### src/logic/lsu_pkg.sv
package lsu_pkg;

    // Core data and address width
    localparam int XLEN = 32;

    // Returned in place of load data on any fault
    localparam logic [XLEN-1:0] ERR_DATA = 32'hDEAD_BEEF;

    // Access width, encoded like funct3[1:0]
    typedef enum logic [1:0] {
        SZ_BYTE = 2'd0,
        SZ_HALF = 2'd1,
        SZ_WORD = 2'd2
    } access_size_e;

    // Decoded request on its way to the execute block
    typedef struct packed {
        logic            store;       // 1 for store, 0 for load
        access_size_e    size;
        logic            is_unsigned; // Zero-extend on load
        logic            illegal;     // Bad funct3 for this op
        logic [XLEN-1:0] base;
        logic [11:0]     offset;      // Signed immediate
        logic [XLEN-1:0] wdata;
    } dec_op_t;

    // Memory stage result, raw word plus what is needed to format it
    typedef struct packed {
        logic            store;
        access_size_e    size;
        logic            is_unsigned;
        logic [1:0]      lane;        // Low address bits
        logic            fault;
        logic [XLEN-1:0] raw;         // Full word as read
    } mem_rsp_t;

endpackage

### src/logic/lsu_credit_if.sv
`timescale 1ns/1ps

// Credit-based channel between two internal stages
// Sender spends one credit per valid beat, receiver returns one per freed slot
interface lsu_credit_if #(
    parameter type PAYLOAD_T = logic [31:0]
) (
    input logic clk
);

    logic     valid;   // Single-cycle beat, always accepted
    PAYLOAD_T payload; // Meaningful only with valid
    logic     credit;  // One pulse per buffer slot freed

    modport tx (
        input  clk,
        output valid,
        output payload,
        input  credit
    );

    modport rx (
        input  clk,
        input  valid,
        input  payload,
        output credit
    );

endinterface

### src/logic/lsu_decode.sv
`timescale 1ns/1ps

module lsu_decode import lsu_pkg::*; #(
    parameter int IN_DEPTH = 4
) (
    input  logic            clk,
    input  logic            arst_n_i,
    input  logic            req_valid_i,
    input  logic            req_store_i,
    input  logic [2:0]      req_funct3_i,
    input  logic [XLEN-1:0] req_base_i,
    input  logic [11:0]     req_offset_i,
    input  logic [XLEN-1:0] req_wdata_i,
    output logic            req_credit_o,  // One pulse per popped entry
    lsu_credit_if.tx        dec_ch
);

    localparam int DEC_CREDITS = 2;  // Execute inbound buffer size
    localparam int DCRD_W      = $clog2(DEC_CREDITS + 1);
    localparam int PTR_W       = (IN_DEPTH > 1) ? $clog2(IN_DEPTH) : 1;
    localparam int CNT_W       = $clog2(IN_DEPTH + 1);

    // Request as it arrives, decoded only when it leaves
    typedef struct packed {
        logic            store;
        logic [2:0]      funct3;
        logic [XLEN-1:0] base;
        logic [11:0]     offset;
        logic [XLEN-1:0] wdata;
    } raw_req_t;

    raw_req_t          queue_q [IN_DEPTH];
    logic [PTR_W-1:0]  wr_ptr_q;
    logic [PTR_W-1:0]  rd_ptr_q;
    logic [CNT_W-1:0]  fill_q;
    logic [DCRD_W-1:0] dec_crd_q;   // Credits toward execute
    logic              pop;
    logic              valid_q;
    dec_op_t           payload_q;

    function automatic logic [PTR_W-1:0] next_ptr(logic [PTR_W-1:0] ptr);
        return (ptr == PTR_W'(IN_DEPTH - 1)) ? '0 : ptr + 1'b1;
    endfunction

    // funct3 to size, sign rule and illegal flag
    function automatic dec_op_t decode_req(raw_req_t req);
        dec_op_t op;
        op.store  = req.store;
        op.base   = req.base;
        op.offset = req.offset;
        op.wdata  = req.wdata;
        case (req.funct3[1:0])
            2'b00:   op.size = SZ_BYTE;
            2'b01:   op.size = SZ_HALF;
            default: op.size = SZ_WORD;
        endcase
        if (req.store) begin
            op.is_unsigned = 1'b0;                  // No extension on stores
            op.illegal     = (req.funct3 > 3'd2);   // Only SB, SH, SW
        end else begin
            op.is_unsigned = req.funct3[2];         // LBU, LHU
            op.illegal     = (req.funct3[1:0] == 2'b11) || (req.funct3 == 3'd6);
        end
        return op;
    endfunction

    assign pop = (fill_q != '0) && (dec_crd_q != '0);

    always_ff @(posedge clk or negedge arst_n_i) begin
        if (!arst_n_i) begin
            wr_ptr_q     <= '0;
            rd_ptr_q     <= '0;
            fill_q       <= '0;
            dec_crd_q    <= DCRD_W'(DEC_CREDITS);  // Execute buffer starts empty
            valid_q      <= 1'b0;
            req_credit_o <= 1'b0;
        end else begin
            if (req_valid_i) wr_ptr_q <= next_ptr(wr_ptr_q);
            if (pop) rd_ptr_q <= next_ptr(rd_ptr_q);
            fill_q       <= fill_q + CNT_W'(req_valid_i) - CNT_W'(pop);
            dec_crd_q    <= dec_crd_q - DCRD_W'(pop) + DCRD_W'(dec_ch.credit);
            valid_q      <= pop;
            req_credit_o <= pop;  // Slot freed, tell the producer
        end
    end

    // Storage and outgoing payload
    always_ff @(posedge clk) begin
        if (req_valid_i) begin
            queue_q[wr_ptr_q] <= '{req_store_i, req_funct3_i, req_base_i,
                                   req_offset_i, req_wdata_i};
        end
        if (pop) payload_q <= decode_req(queue_q[rd_ptr_q]);
    end

    assign dec_ch.valid   = valid_q;
    assign dec_ch.payload = payload_q;

endmodule

### src/flat_wrapper.sv
// flat-port wrapper written by rule: the top's interface ports become plain ports
module lsu_decode_flat import lsu_pkg::*;
#(
    parameter int IN_DEPTH = 4
)
  (clk, arst_n_i, req_valid_i, req_store_i, req_funct3_i, req_base_i, req_offset_i, req_wdata_i, req_credit_o, dec_ch_valid, dec_ch_payload, dec_ch_credit);
  lsu_credit_if dec_ch_i (.clk(clk));
  input  logic clk;
  input  logic arst_n_i;
  input  logic req_valid_i;
  input  logic req_store_i;
  input  logic [2:0] req_funct3_i;
  input  logic [XLEN-1:0] req_base_i;
  input  logic [11:0] req_offset_i;
  input  logic [XLEN-1:0] req_wdata_i;
  output logic req_credit_o;
  output wire logic [$bits(dec_ch_i.valid)-1:0] dec_ch_valid;
  output wire logic [$bits(dec_ch_i.payload)-1:0] dec_ch_payload;
  input wire logic [$bits(dec_ch_i.credit)-1:0] dec_ch_credit;
  assign dec_ch_valid = dec_ch_i.valid;
  assign dec_ch_payload = dec_ch_i.payload;
  assign dec_ch_i.credit = dec_ch_credit;
  lsu_decode #(.IN_DEPTH(IN_DEPTH)) u_core (.clk(clk), .arst_n_i(arst_n_i), .req_valid_i(req_valid_i), .req_store_i(req_store_i), .req_funct3_i(req_funct3_i), .req_base_i(req_base_i), .req_offset_i(req_offset_i), .req_wdata_i(req_wdata_i), .req_credit_o(req_credit_o), .dec_ch(dec_ch_i));
endmodule
### config.mk
export PLATFORM = sky130hd
export DESIGN_NAME = lsu_decode_flat
export DESIGN_NICKNAME = d
export VERILOG_FILES = /design/src/logic/lsu_pkg.sv /design/src/logic/lsu_credit_if.sv /design/src/logic/lsu_decode.sv /design/src/flat_wrapper.sv
export SDC_FILE = /design/constraint.sdc
export NUM_CORES = 1
export LEC_CHECK = 0
export ABC_AREA = 1
export BUFFER_PORTS_ARGS = -buffer_cell sky130_fd_sc_hd__clkbuf_2
export CAP_MARGIN = 15
export CELL_PAD_IN_SITES_DETAIL_PLACEMENT = 2
export CELL_PAD_IN_SITES_GLOBAL_PLACEMENT = 2
export CORE_MARGIN = 10
export CORE_UTILIZATION = 39
export DETAILED_ROUTE_END_ITERATION = 8
export GPL_TIMING_DRIVEN = 0
export PLACE_DENSITY_LB_ADDON = 0.15
export SYNTH_ARGS = -nofsm -noshare
export SYNTH_HDL_FRONTEND = slang
export SYNTH_SLANG_ARGS = --single-unit
### constraint.sdc
create_clock -name clk -period 3.15 [get_ports clk]
set_input_delay 0.7875 -clock clk [delete_from_list [all_inputs] [get_ports clk]]
set_output_delay 0.7875 -clock clk [all_outputs]
set_load 0.01 [all_outputs]
==> metrics.csv <==
stage;metric;value;unit
run_status;status;finished clean;
sta;setup_tns;0;ns
sta;tightestPinTransition;0.9439;ns
yosys;synthTopCellsByArea;edfxtp_1 (76%), o21ai_0 (4.1%), nor2_1 (3.9%), dfrtp_1 (3.6%), o22ai_1 (3.2%);
yosys;synth_top_cell_by_area;edfxtp_1;
place;io_buffers;69;
route;drt_pass1_iterations;5;
cts;cts_setup_buffers;0;
layout;final_cell_mix;edfxtp_1 (160), clkbuf_2 (71), nor2_1 (65);
power;p_leak;2.701;nW
yosys;syn_area_per_cell;15.80;sq um
yosys;syn_nets;490;
place;dp_hpwl;9.818;mm
cts;cts.sinks;170;
power;power.density;1054;mW/mm^2
yosys;syn-instance-count;398;
layout;areaGrowthSynthToFinish;19.02;%
cts;cts_tree;done;
yosys;synth_seq_cells;170;
layout;stdcell_count;714;
critical_path;critPathMaxFanout;35;
yosys;syn_area;0.006287;sq mm
route;detail-route-antenna-nets;0;
sta;grt_setup_unrepaired;false;
place;place_inst;683;
yosys;yosysSeqAreaShare;0.8042;
cts;numCtsBuffers;17;
sta;final.period_utilization;0.7757;
layout;fin_util;0.4728;
die;ioPinCount;118;
critical_path;crit_path_start_kind;register;
global_route;grt_pass1_vias;4373;
layout;nNetsFinal;578;
layout;drive_gt1_frac;0.2510;
critical_path;reg2reg_depth;8;
worst_hold_path;hold_class;in -> async;
sta;slew_headroom;0.3698;
route;drtIter0Drc;152;
cts;cts.path.max_buffers;2;
sta;final-setup-viol-count;0;
layout;layout_commonest_cell;edfxtp_1;
cts;cts_resized;0;
critical_path;arrival;2.80;ns
cts;clockRootBuffer;clkbuf_16;
layout;antenna_cells;0;
global_route;grt_pass1_wl;25.43;mm
yosys;synth_top_area_frac;0.7642;
sta;hold_viol;0;
global_route;grt_max_degree;36;
sta;skew;0.01057;ns
die;rows;46;
run;cap_violations;0;
cts;insertion_delay;0.43;ns
route;vias;3658;
die;die_h;147.0;um
place;place_congestion;0.7165;
die;die_area;0.02160;sq mm
die;start_util;0.3972;
sta;fin_ws;0.7064;ns
global_route;grt_usage;0.1563;
yosys;yosysUniqueCellTypes;25;
global_route;antenna_found_initial;0;
route;wire_per_inst;22.57;um
cts;cts_hold_buf;0;
global_route;overflow;0;
place;dp_worst_setup_slack;0.7028;ns
sta;slew_viol_final;0;
cts;htree_levels;4;
die;core;0.01583;sq mm
route;drcViolationCount;0;
critical_path;critPathRequiredTime;3.51;ns
sta;layout_min_cycle_time;2.444;ns
route;vias_per_cell;5.123;
die;die_w;147.0;um
route;drt_wl_total;16.11;mm
power;ir_drop;0.4967;mV
yosys;yosys_warnings;0;
sta;fmax;409.2;MHz
critical_path;crit_type;reg -> reg;
critical_path;end_kind;register;
cts;clk_pin_slew;0.06;ns
-- cells in the mapped netlist --
master,number
a21oi_1,1
buf_12,1
buf_2,5
buf_4,2
buf_6,8
clkbuf_2,2
clkbuf_4,1
clkbuf_8,1
dfrtp_1,9
dfstp_2,1
edfxtp_1,160
fa_1,1
ha_1,7
inv_1,11
inv_2,2
nand2_1,14
nand3_1,2
nor2_1,65
o21ai_0,51
o21ai_1,17
o21ai_2,1
o22ai_1,32
or2_0,1
xnor2_1,1
xor2_1,2
-- path summary, 6_finish.rpt --
| check | start | slack [ns] | end |
|---|---|---|---|
| setup / recovery | u_core.fill_q[1] | 0.71 | u_core.fill_q[2] |
| max in group asynchronous | arst_n_i | 2.65 | u_core.dec_crd_q[1] |
| setup reg to reg | u_core.fill_q[1] | 0.71 | u_core.fill_q[2] |
| hold / removal | arst_n_i | 0.22 | u_core.req_credit_o |
| min in group clk | u_core.fill_q[1] | 0.48 | u_core.fill_q[2] |
| hold reg to reg | u_core.fill_q[1] | 0.48 | u_core.fill_q[2] |
-- area by class of cell --
| class | instances | area (sq um) |
|---|---|---|
| flip-flops and latches | 170 | 5056 |
| inverters | 13 | 48.80 |
| repair buffers | 69 | 345.3 |
| multi-input cells | 195 | 1001 |
| plain buffers | 20 | 181.4 |
| clock inverters | 14 | 155.1 |
| clock buffers | 17 | 425.4 |
| fillers | 1512 | 8344 |
| well taps | 216 | 270.3 |
-- cell families after synthesis --
family,count (synthesis),share of synthesized area
DFF,170,0.8042
AOI/OAI and AO/OA,102,0.08816
and+or+nand+nor,82,0.04975
buffers and inverters,33,0.03662
adders and majority gates,8,0.01711
xor gates and xnor gates,3,0.004180
-- registers in the layout (all words and copies together) (netlist names) --
signal and flops:
u_core.dec_ch.payload 32, u_core.dec_crd_q 2, u_core.fill_q 3, u_core.queue_q 128, u_core.rd_ptr_q 2, u_core.req_credit_o 1, u_core.wr_ptr_q 2
-- stage by stage --
step | area (sq um) | hold WS, ns | total power [mW]
after floorplan | 6287 | 0.4416 | 4.857
after detailed placement | 6903 | 0.4660 | 5.868
after global placement | 6903 | 0.4537 | 5.735
final | 7483 | 0.2227 | 7.888
after global routing | 7483 | 0.2236 | 8.368
after CTS | 7483 | 0.2207 | 8.014
-- layer usage --
layer / track usage / wire, um / part of all wire / up-vias
met5: 0 / 0 / 0 / -
met4: 0.04906 / 146 / 0.0091 / 0
met3: 0.04453 / 568 / 0.035 / 13
met2: 0.2699 / 8493 / 0.53 / 81
met1: 0.1845 / 6902 / 0.43 / 1903
li1: - / - / - / 1661
-- worst max-delay path, cell delays in order (launching register included) --
cell and delay [ns]:
dfrtp_1 0.37, inv_1 0.08, nand2_1 0.12, o21ai_2 0.12
inv_2 0.70, nand2_1 0.17, fa_1 0.47, xnor2_1 0.18
xor2_1 0.16
-- power breakdown --
part           internal, mW  switching, mW  total, mW
Sequential             3.28          0.214       3.49
Clock                  1.23          0.860       2.09
Combinational         0.730           1.57       2.30
No activity file was read; power rests on OpenSTA's default activity.
