--- src/logic/lsu_pkg.sv ---
package lsu_pkg;

    // Core data and address width
    localparam int XLEN = 32;

    // Returned in place of load data on any fault
    localparam logic [XLEN-1:0] ERR_DATA = 32'hDEAD_BEEF;

    // Access width, encoded like funct3[1:0]
    typedef enum logic [1:0] {
        SZ_BYTE = 2'd0,
        SZ_HALF = 2'd1,
        SZ_WORD = 2'd2
    } access_size_e;

    // Decoded request on its way to the execute block
    typedef struct packed {
        logic            store;       // 1 for store, 0 for load
        access_size_e    size;
        logic            is_unsigned; // Zero-extend on load
        logic            illegal;     // Bad funct3 for this op
        logic [XLEN-1:0] base;
        logic [11:0]     offset;      // Signed immediate
        logic [XLEN-1:0] wdata;
    } dec_op_t;

    // Memory stage result, raw word plus what is needed to format it
    typedef struct packed {
        logic            store;
        access_size_e    size;
        logic            is_unsigned;
        logic [1:0]      lane;        // Low address bits
        logic            fault;
        logic [XLEN-1:0] raw;         // Full word as read
    } mem_rsp_t;

endpackage

--- src/logic/lsu_credit_if.sv ---
`timescale 1ns/1ps

// Credit-based channel between two internal stages
// Sender spends one credit per valid beat, receiver returns one per freed slot
interface lsu_credit_if #(
    parameter type PAYLOAD_T = logic [31:0]
) (
    input logic clk
);

    logic     valid;   // Single-cycle beat, always accepted
    PAYLOAD_T payload; // Meaningful only with valid
    logic     credit;  // One pulse per buffer slot freed

    modport tx (
        input  clk,
        output valid,
        output payload,
        input  credit
    );

    modport rx (
        input  clk,
        input  valid,
        input  payload,
        output credit
    );

endinterface

--- src/logic/lsu_result.sv ---
`timescale 1ns/1ps

module lsu_result import lsu_pkg::*; #(
    parameter int RES_DEPTH   = 4,
    parameter int OUT_CREDITS = 2
) (
    input  logic            clk,
    input  logic            arst_n_i,
    lsu_credit_if.rx        mem_ch,
    output logic            rsp_valid_o,
    output logic [XLEN-1:0] rsp_data_o,
    output logic            rsp_fault_o,
    input  logic            rsp_credit_i   // Consumer freed one slot
);

    localparam int PTR_W  = (RES_DEPTH > 1) ? $clog2(RES_DEPTH) : 1;
    localparam int CNT_W  = $clog2(RES_DEPTH + 1);
    localparam int OCRD_W = $clog2(OUT_CREDITS + 1);

    mem_rsp_t          queue_q [RES_DEPTH];
    logic [PTR_W-1:0]  wr_ptr_q;
    logic [PTR_W-1:0]  rd_ptr_q;
    logic [CNT_W-1:0]  fill_q;
    logic [OCRD_W-1:0] out_crd_q;  // Free consumer slots
    mem_rsp_t          head;
    logic              pop;
    logic [XLEN-1:0]   lane_word;  // Addressed lane moved to bit 0
    logic [XLEN-1:0]   load_data;

    assign head = queue_q[rd_ptr_q];
    assign pop  = (fill_q != '0) && (out_crd_q != '0);

    assign rsp_valid_o   = pop;  // Presented and popped in one cycle
    assign mem_ch.credit = pop;

    assign lane_word = head.raw >> {head.lane, 3'b000};

    always_comb begin
        case (head.size)
            SZ_BYTE: begin
                load_data = head.is_unsigned ? {{(XLEN - 8){1'b0}}, lane_word[7:0]}
                                             : {{(XLEN - 8){lane_word[7]}}, lane_word[7:0]};
            end
            SZ_HALF: begin
                load_data = head.is_unsigned ? {{(XLEN - 16){1'b0}}, lane_word[15:0]}
                                             : {{(XLEN - 16){lane_word[15]}}, lane_word[15:0]};
            end
            default: load_data = lane_word;  // Full word, no extension
        endcase

        rsp_fault_o = head.fault;
        if (head.fault) begin
            rsp_data_o = ERR_DATA;
        end else if (head.store) begin
            rsp_data_o = '0;       // Stores return zero
        end else begin
            rsp_data_o = load_data;
        end
    end

    always_ff @(posedge clk or negedge arst_n_i) begin
        if (!arst_n_i) begin
            wr_ptr_q  <= '0;
            rd_ptr_q  <= '0;
            fill_q    <= '0;
            out_crd_q <= OCRD_W'(OUT_CREDITS);
        end else begin
            if (mem_ch.valid) begin
                wr_ptr_q <= (wr_ptr_q == PTR_W'(RES_DEPTH - 1)) ? '0 : wr_ptr_q + 1'b1;
            end
            if (pop) begin
                rd_ptr_q <= (rd_ptr_q == PTR_W'(RES_DEPTH - 1)) ? '0 : rd_ptr_q + 1'b1;
            end
            fill_q    <= fill_q + CNT_W'(mem_ch.valid) - CNT_W'(pop);
            out_crd_q <= out_crd_q - OCRD_W'(pop) + OCRD_W'(rsp_credit_i);
        end
    end

    // Every beat is taken, execute holds a credit for it
    always_ff @(posedge clk) begin
        if (mem_ch.valid) queue_q[wr_ptr_q] <= mem_ch.payload;
    end

endmodule

--- src/flat_wrapper.sv ---
// flat-port wrapper written by rule: the top's interface ports become plain ports
module lsu_result_flat import lsu_pkg::*;
#(
    parameter int RES_DEPTH   = 4,
    parameter int OUT_CREDITS = 2
)
  (clk, arst_n_i, rsp_valid_o, rsp_data_o, rsp_fault_o, rsp_credit_i, mem_ch_valid, mem_ch_payload, mem_ch_credit);
  lsu_credit_if mem_ch_i (.clk(clk));
  input  logic clk;
  input  logic arst_n_i;
  output logic rsp_valid_o;
  output logic [XLEN-1:0] rsp_data_o;
  output logic rsp_fault_o;
  input  logic rsp_credit_i;
  input wire logic [$bits(mem_ch_i.valid)-1:0] mem_ch_valid;
  input wire logic [$bits(mem_ch_i.payload)-1:0] mem_ch_payload;
  output wire logic [$bits(mem_ch_i.credit)-1:0] mem_ch_credit;
  assign mem_ch_i.valid = mem_ch_valid;
  assign mem_ch_i.payload = mem_ch_payload;
  assign mem_ch_credit = mem_ch_i.credit;
  lsu_result #(.RES_DEPTH(RES_DEPTH), .OUT_CREDITS(OUT_CREDITS)) u_core (.clk(clk), .arst_n_i(arst_n_i), .mem_ch(mem_ch_i), .rsp_valid_o(rsp_valid_o), .rsp_data_o(rsp_data_o), .rsp_fault_o(rsp_fault_o), .rsp_credit_i(rsp_credit_i));
endmodule
--- config.mk ---
export PLATFORM = sky130hd
export DESIGN_NAME = lsu_result_flat
export DESIGN_NICKNAME = d
export VERILOG_FILES = /design/src/logic/lsu_pkg.sv /design/src/logic/lsu_credit_if.sv /design/src/logic/lsu_result.sv /design/src/flat_wrapper.sv
export SDC_FILE = /design/constraint.sdc
export NUM_CORES = 1
export LEC_CHECK = 0
export ABC_AREA = 1
export BUFFER_PORTS_ARGS = -buffer_cell sky130_fd_sc_hd__buf_2
export CAP_MARGIN = 10
export CORE_MARGIN = 1.5
export CORE_UTILIZATION = 44
export CTS_CLUSTER_SIZE = 12
export DETAILED_ROUTE_END_ITERATION = 8
export GPL_TIMING_DRIVEN = 0
export PLACE_DENSITY = 0.72
export RECOVER_POWER = 50
export SETUP_SLACK_MARGIN = 0.4
export SLEW_MARGIN = 20
export SYNTH_ARGS = -nofsm -noshare
export SYNTH_HDL_FRONTEND = slang
export SYNTH_SLANG_ARGS = --single-unit
--- constraint.sdc ---
create_clock -name clk -period 4.1 [get_ports clk]
set_input_delay 0 -clock clk [delete_from_list [all_inputs] [get_ports clk]]
set_output_delay 0 -clock clk [all_outputs]
set_load 0.02 [all_outputs]
==> results of run 1 <==
## Yosys cell counts, drive strengths merged
library cell,n
dfrtp,8
ha,7
xnor2,2
o21ai,21
nand3,2
nand2,15
dfstp,1
o22ai,8
inv,15
fa,1
xor2,1
or2,1
buf,30
nor2,18
conb,1
edfxtp,32
## cell type report
class	instances	area [um2]
Multi-Input combinational cell	77	510
Sequential cell	41	1190
Clock inverter	3	22.5
Fill cell	377	1890
Inverter	15	63.8
Timing Repair Buffer	56	324
Clock buffer	5	68.8
Buffer	30	249
Tap cell	52	65.1
## kinds of logic after synthesis
logic type	Yosys count	synth area share (%)
compound gates	29	11.1
xor+xnor	3	1.30
fa+ha+maj	8	5.31
buf+inv	45	15.4
flops	41	58.6
other cells	1	0.185
simple gates	36	8.15
## power breakdown
| group | internal [mW] | switching, mW |
|---|---|---|
| clock network | 0.121 | 0.141 |
| logic | 0.595 | 0.783 |
| registers | 0.557 | 0.0433 |
## state kept, by name, summed over array words and instances (netlist names)
name and flops:
u_core.out_crd_q 2, u_core.wr_ptr_q 2, u_core.queue_q 32, u_core.rd_ptr_q 2
u_core.fill_q 3
## placed cells by master (no fill, tap or decap)
master / n
conb_1: 1
nand2_1: 15
buf_12: 1
or2_0: 1
nor2_1: 10
clkinv_4: 2
o21ai_1: 2
dfstp_2: 1
inv_8: 1
edfxtp_1: 32
inv_2: 1
dfrtp_1: 8
xor2_1: 1
o22ai_2: 8
buf_6: 3
o21ai_0: 17
dlygate4sd3_1: 11
clkinv_2: 1
buf_2: 36
xnor2_1: 2
ha_1: 7
nand3_1: 2
fa_1: 1
buf_4: 26
clkbuf_8: 5
clkbuf_1: 9
inv_1: 13
nor2_2: 8
o21ai_2: 2
## critical path, cell delays in order, from the launching register on
cell     delay, ps
dfrtp_1        400
buf_6          150
inv_1          200
o21ai_0        160
o22ai_2        640
buf_4          220
buf_2          150
## per-layer routing
layer	vias to the layer above	routed length, um	GRT usage [%]
li1	647	-	-
met1	583	1510	17.7
met2	42	1680	25.3
met3	5	197	3.13
met4	0	54	7.55
met5	-	0	0
## path summary, 6_finish.rpt
| check | startpoint | end | cells past startpoint |
|---|---|---|---|
| setup / recovery | u_core.rd_ptr_q[1]$_DFFE_PN0P_ | rsp_data_o[20] | 6 |
| hold / removal | arst_n_i | u_core.rd_ptr_q[0]$_DFFE_PN0P_ | 2 |
| setup reg to reg | u_core.out_crd_q[0]$_DFF_PN0_ | u_core.fill_q[1]$_DFF_PN0_ | 6 |
| hold reg to reg | u_core.out_crd_q[1]$_DFF_PN1_ | u_core.out_crd_q[1]$_DFF_PN1_ | 2 |
| max in group asynchronous | arst_n_i | u_core.out_crd_q[1]$_DFF_PN1_ | 2 |
| min in group clk | rsp_credit_i | u_core.out_crd_q[0]$_DFF_PN0_ | 3 |
## repair_timing
action	4_1_cts	5_1_grt
hold buffers	11	0
hold endpoints to repair	43	0
gates resized for setup	0	0
## per-stage QoR
step / cells / power (mW)
6_report: 279 / 2.24
5_1_grt: 279 / 2.40
3_3_place_gp: 260 / 2.00
2_1_floorplan: 163 / 1.67
4_1_cts: 279 / 2.30
3_5_place_dp: 260 / 2.02
==> run summary, run 1 <==
Crit share post-route - 54.5%
Longest Clk Path Bufs - 2
Final Hold Vio Count - 0
CTS buffer count - 5
Post-Syn Instances - 163
Average wire per standard cell - 12.3 um
LEAKAGE - 1.10 nW
# diodes - 0
Final wirelength - 3430 um
Fin nets - 270
Post-CTS setup buffers - 0
Critical path type - reg2out
Max-cap viol count - 0
Syn Std Cell Area - 2030 um2
Syn Area/Cell - 12.4 um2
Total grt overflow - 0
Cell Area, Placed - 2320 um2
Top cell type's share of synthesized area - 47.4%
Status - finished, final reports clean
Yosys top cell by area - edfxtp_1
CTS H-tree depth - 2
Warnings from Yosys - 0
Layout cells sized above 1 - 41.9%
Die width - 70.9 um
Fmax - 0.448 GHz
Die ar. - 5020 um2
Number of placement rows - 24
CTS tree - built
Critical path arrival - 2230 ps
Critical Path End Type - output port
R2r setup slk - 2160 ps
Clock skew - 9.51 ps
Drt drc - 0
Drt first pass iters - 4
Vias per cell - 4.58
Worst hold margin - 189 ps
Unrepaired setup endpoints after global routing - false
Estimated wirelength of the detail-placed design - 2360 um
Slew HR - 44.0%
Clock slew at reported path FFs - 70 ps
I/O pin cnt - 71
Initial antenna violation count - 0
TritonCTS Sinks - 41
I/O Buffers - 45
DR vias - 1,277
Post-layout util - 56.8%
Antenna Nets Post-Route - 0
Setup total negative slack - 0 ps
Largest net degree at the start of global routing - 26
Crit path required time - 4100 ps
GP Congestion - 0.712
Worst slew pin tran - 839 ps
DRT iter0 DRCs - 17
Final WS setup - 1870 ps
Number of setup violations in the final report - 0
Cell variety after synth - 25
First-pass GRT wire length - 5540 um
Die height - 70.9 um
Crit start category - flip-flop
Cell area after layout - 2490 um2
Ranking of synthesized cells by area - edfxtp_1, dfrtp_1, buf_4, o22ai_2, ha_1
Synth-to-layout area growth - 22.9%
Max Slew Vio Count - 0
Core area - 4380 um2
Skew-Pair Late Insertion Delay - 300 ps
FF+latch count, synth - 41
Hold WC Path Type - in2async
Worst-path maximum fanout - 25
Setup WS pre-CTS - 2140 ps
Gr usage total - 14.8%
Fin crit period - 2230 ps
Initial Util - 46.2%
Vias in the first global route - 1,195
Sequential fraction of the synthesis area - 58.6%
Root Driver - clkbuf_8
Peak supply drop - 0.351 mV
Power Dens Cells - 899 nW/um2
Syn_nets - 207
Note: power is estimated with default switching activity, not from simulation.
==> run 2, diff against run 1 <==
Settings changed: PLACE_DENSITY 0.72 to 0.75.
Clock period 4.1 ns to 1.9 ns, I/O delays scaled along.
==> run summary, run 2 (synthesis gave the netlist of run 1 again) <==
I/O Buffers - 45
Worst-path maximum fanout - 3
GP Congestion - 0.705
Root Driver - clkbuf_8
Synth-to-layout area growth - 56.4%
Vias in the first global route - 1,440
Slew HR - 63.8%
Most frequent cells in the layout - buf_6, edfxtp_1, buf_4
Total grt overflow - 0
# diodes - 0
Skew-Pair Late Insertion Delay - 290 ps
Die ar. - 5020 um2
Setup WS pre-CTS - 102 ps
Critical Path End Type - flip-flop
Hold WC Path Type - in2reg
Critical path arrival - 1870 ps
Fmax - 0.592 GHz
Max FFs per register - 32
Max-cap viol count - 0
Final WS setup - 210 ps
Final Hold Vio Count - 0
Fillers - 306
Hold Path Origin - mem_ch_valid
Setup total negative slack - 0 ps
Worst hold margin - 14.3 ps
CTS H-tree depth - 2
Estimated wirelength of the detail-placed design - 2470 um
Clock slew at reported path FFs - 70 ps
Initial Util - 46.2%
Max Slew Vio Count - 0
Most flop-heavy register - u_core.queue_q
DRT iter0 DRCs - 32
Final wirelength - 4750 um
DR vias - 1,444
TritonCTS Sinks - 41
Most common cell after layout, fill and taps aside - buf_6
Status - finished, final reports clean
Largest regs - u_core.queue_q: 32 flops, u_core.fill_q: 3 flops
Average wire per standard cell - 15.9 um
Number of placement rows - 24
Crit share post-route - 88.9%
Fin crit period - 1690 ps
Gr usage total - 17.4%
Clock skew - 6.74 ps
Cell area after layout - 3170 um2
Largest net degree at the start of global routing - 14
Fin nets - 290
Core area - 4380 um2
Crit path from - u_core.fill_q[2]$_DFF_PN0_
Power Dens Cells - 2210 nW/um2
CTS tree - built
Drt first pass iters - 4
First-pass GRT wire length - 6640 um
Worst slew pin tran - 543 ps
I/O pin cnt - 71
Initial antenna violation count - 0
Layout cells sized above 1 - 53.8%
R2R Path Start - u_core.fill_q[2]$_DFF_PN0_
Cell Area, Placed - 2370 um2
Peak supply drop - 0.929 mV
Vias per cell - 4.83
LEAKAGE - 1.35 nW
Crit path required time - 2080 ps
Die height - 70.9 um
Die width - 70.9 um
Crit start category - flip-flop
CTS buffer count - 5
Drt drc - 0
Critical path type - reg2reg
Antenna Nets Post-Route - 0
Longest Clk Path Bufs - 2
Unrepaired setup endpoints after global routing - true
Number of setup violations in the final report - 0
## run 2: routing by layer
metal,global-route usage (%),wire length (um),vias up
li1,-,-,692
met1,20.0,1800,702
met2,31.3,2680,43
met3,4.27,197,7
met4,6.50,76,0
met5,0,0,-
## run 2: area by class of cell
cell class	count	area (um2)	area share [%]
Buffer	30	339	10.7
Clock buffer	6	72.6	2.29
Clock inverter	2	33.8	1.07
Inverter	15	68.8	2.17
Multi-Input combinational cell	78	644	20.3
Sequential cell	41	1190	37.5
Tap cell	52	65.1	2.05
Timing Repair Buffer	75	758	23.9
## run 2: path summary, 6_finish.rpt
kind / end / slack (ps) / cells past startpoint
min in group asynchronous: u_core.rd_ptr_q[0]$_DFFE_PN0P_ / 200 / 2
hold / removal: u_core.wr_ptr_q[0]$_DFFE_PN0P_ / 10 / 2
hold reg to reg: u_core.out_crd_q[1]$_DFF_PN1_ / 530 / 2
max in group asynchronous: u_core.out_crd_q[1]$_DFF_PN1_ / 1340 / 2
setup reg to reg: u_core.fill_q[1]$_DFF_PN0_ / 210 / 8
setup / recovery: u_core.fill_q[1]$_DFF_PN0_ / 210 / 8
## run 2: power by group
part / leakage [nW] / total (mW) / switching (mW) / internal [mW]
registers: 0.400 / 1.33 / 0.121 / 1.21
clock network: 0.0528 / 0.669 / 0.282 / 0.388
logic: 0.895 / 5.02 / 2.31 / 2.72
total: 1.35 / 7.02 / 2.71 / 4.31
## run 2: worst max-delay path, cell delays in order (launching register included)
cell	delay, ps
dfrtp_1	390
nor2_2	100
nand2_1	110
o21ai_4	90
xor2_1	170
ha_1	160
inv_1	50
fa_1	470
inv_1	50
## run 2: metrics by stage
stage	std cells	power (mW)	utilization, %
after floorplan	163	3.79	-
after global placement	260	4.48	54.2
after detailed placement	260	4.56	54.2
after CTS	292	6.09	65.4
after global routing	299	7.38	72.3
final	299	7.02	72.3
## run 2: repair_timing
item	CTS	global route
hold endpoints to repair	42	0
hold buffers	10	0
gates cloned	2	2
resized for setup	40	77
buffers inserted	12	5
pin swaps	4	11
endpoints found under the setup margin	27	34
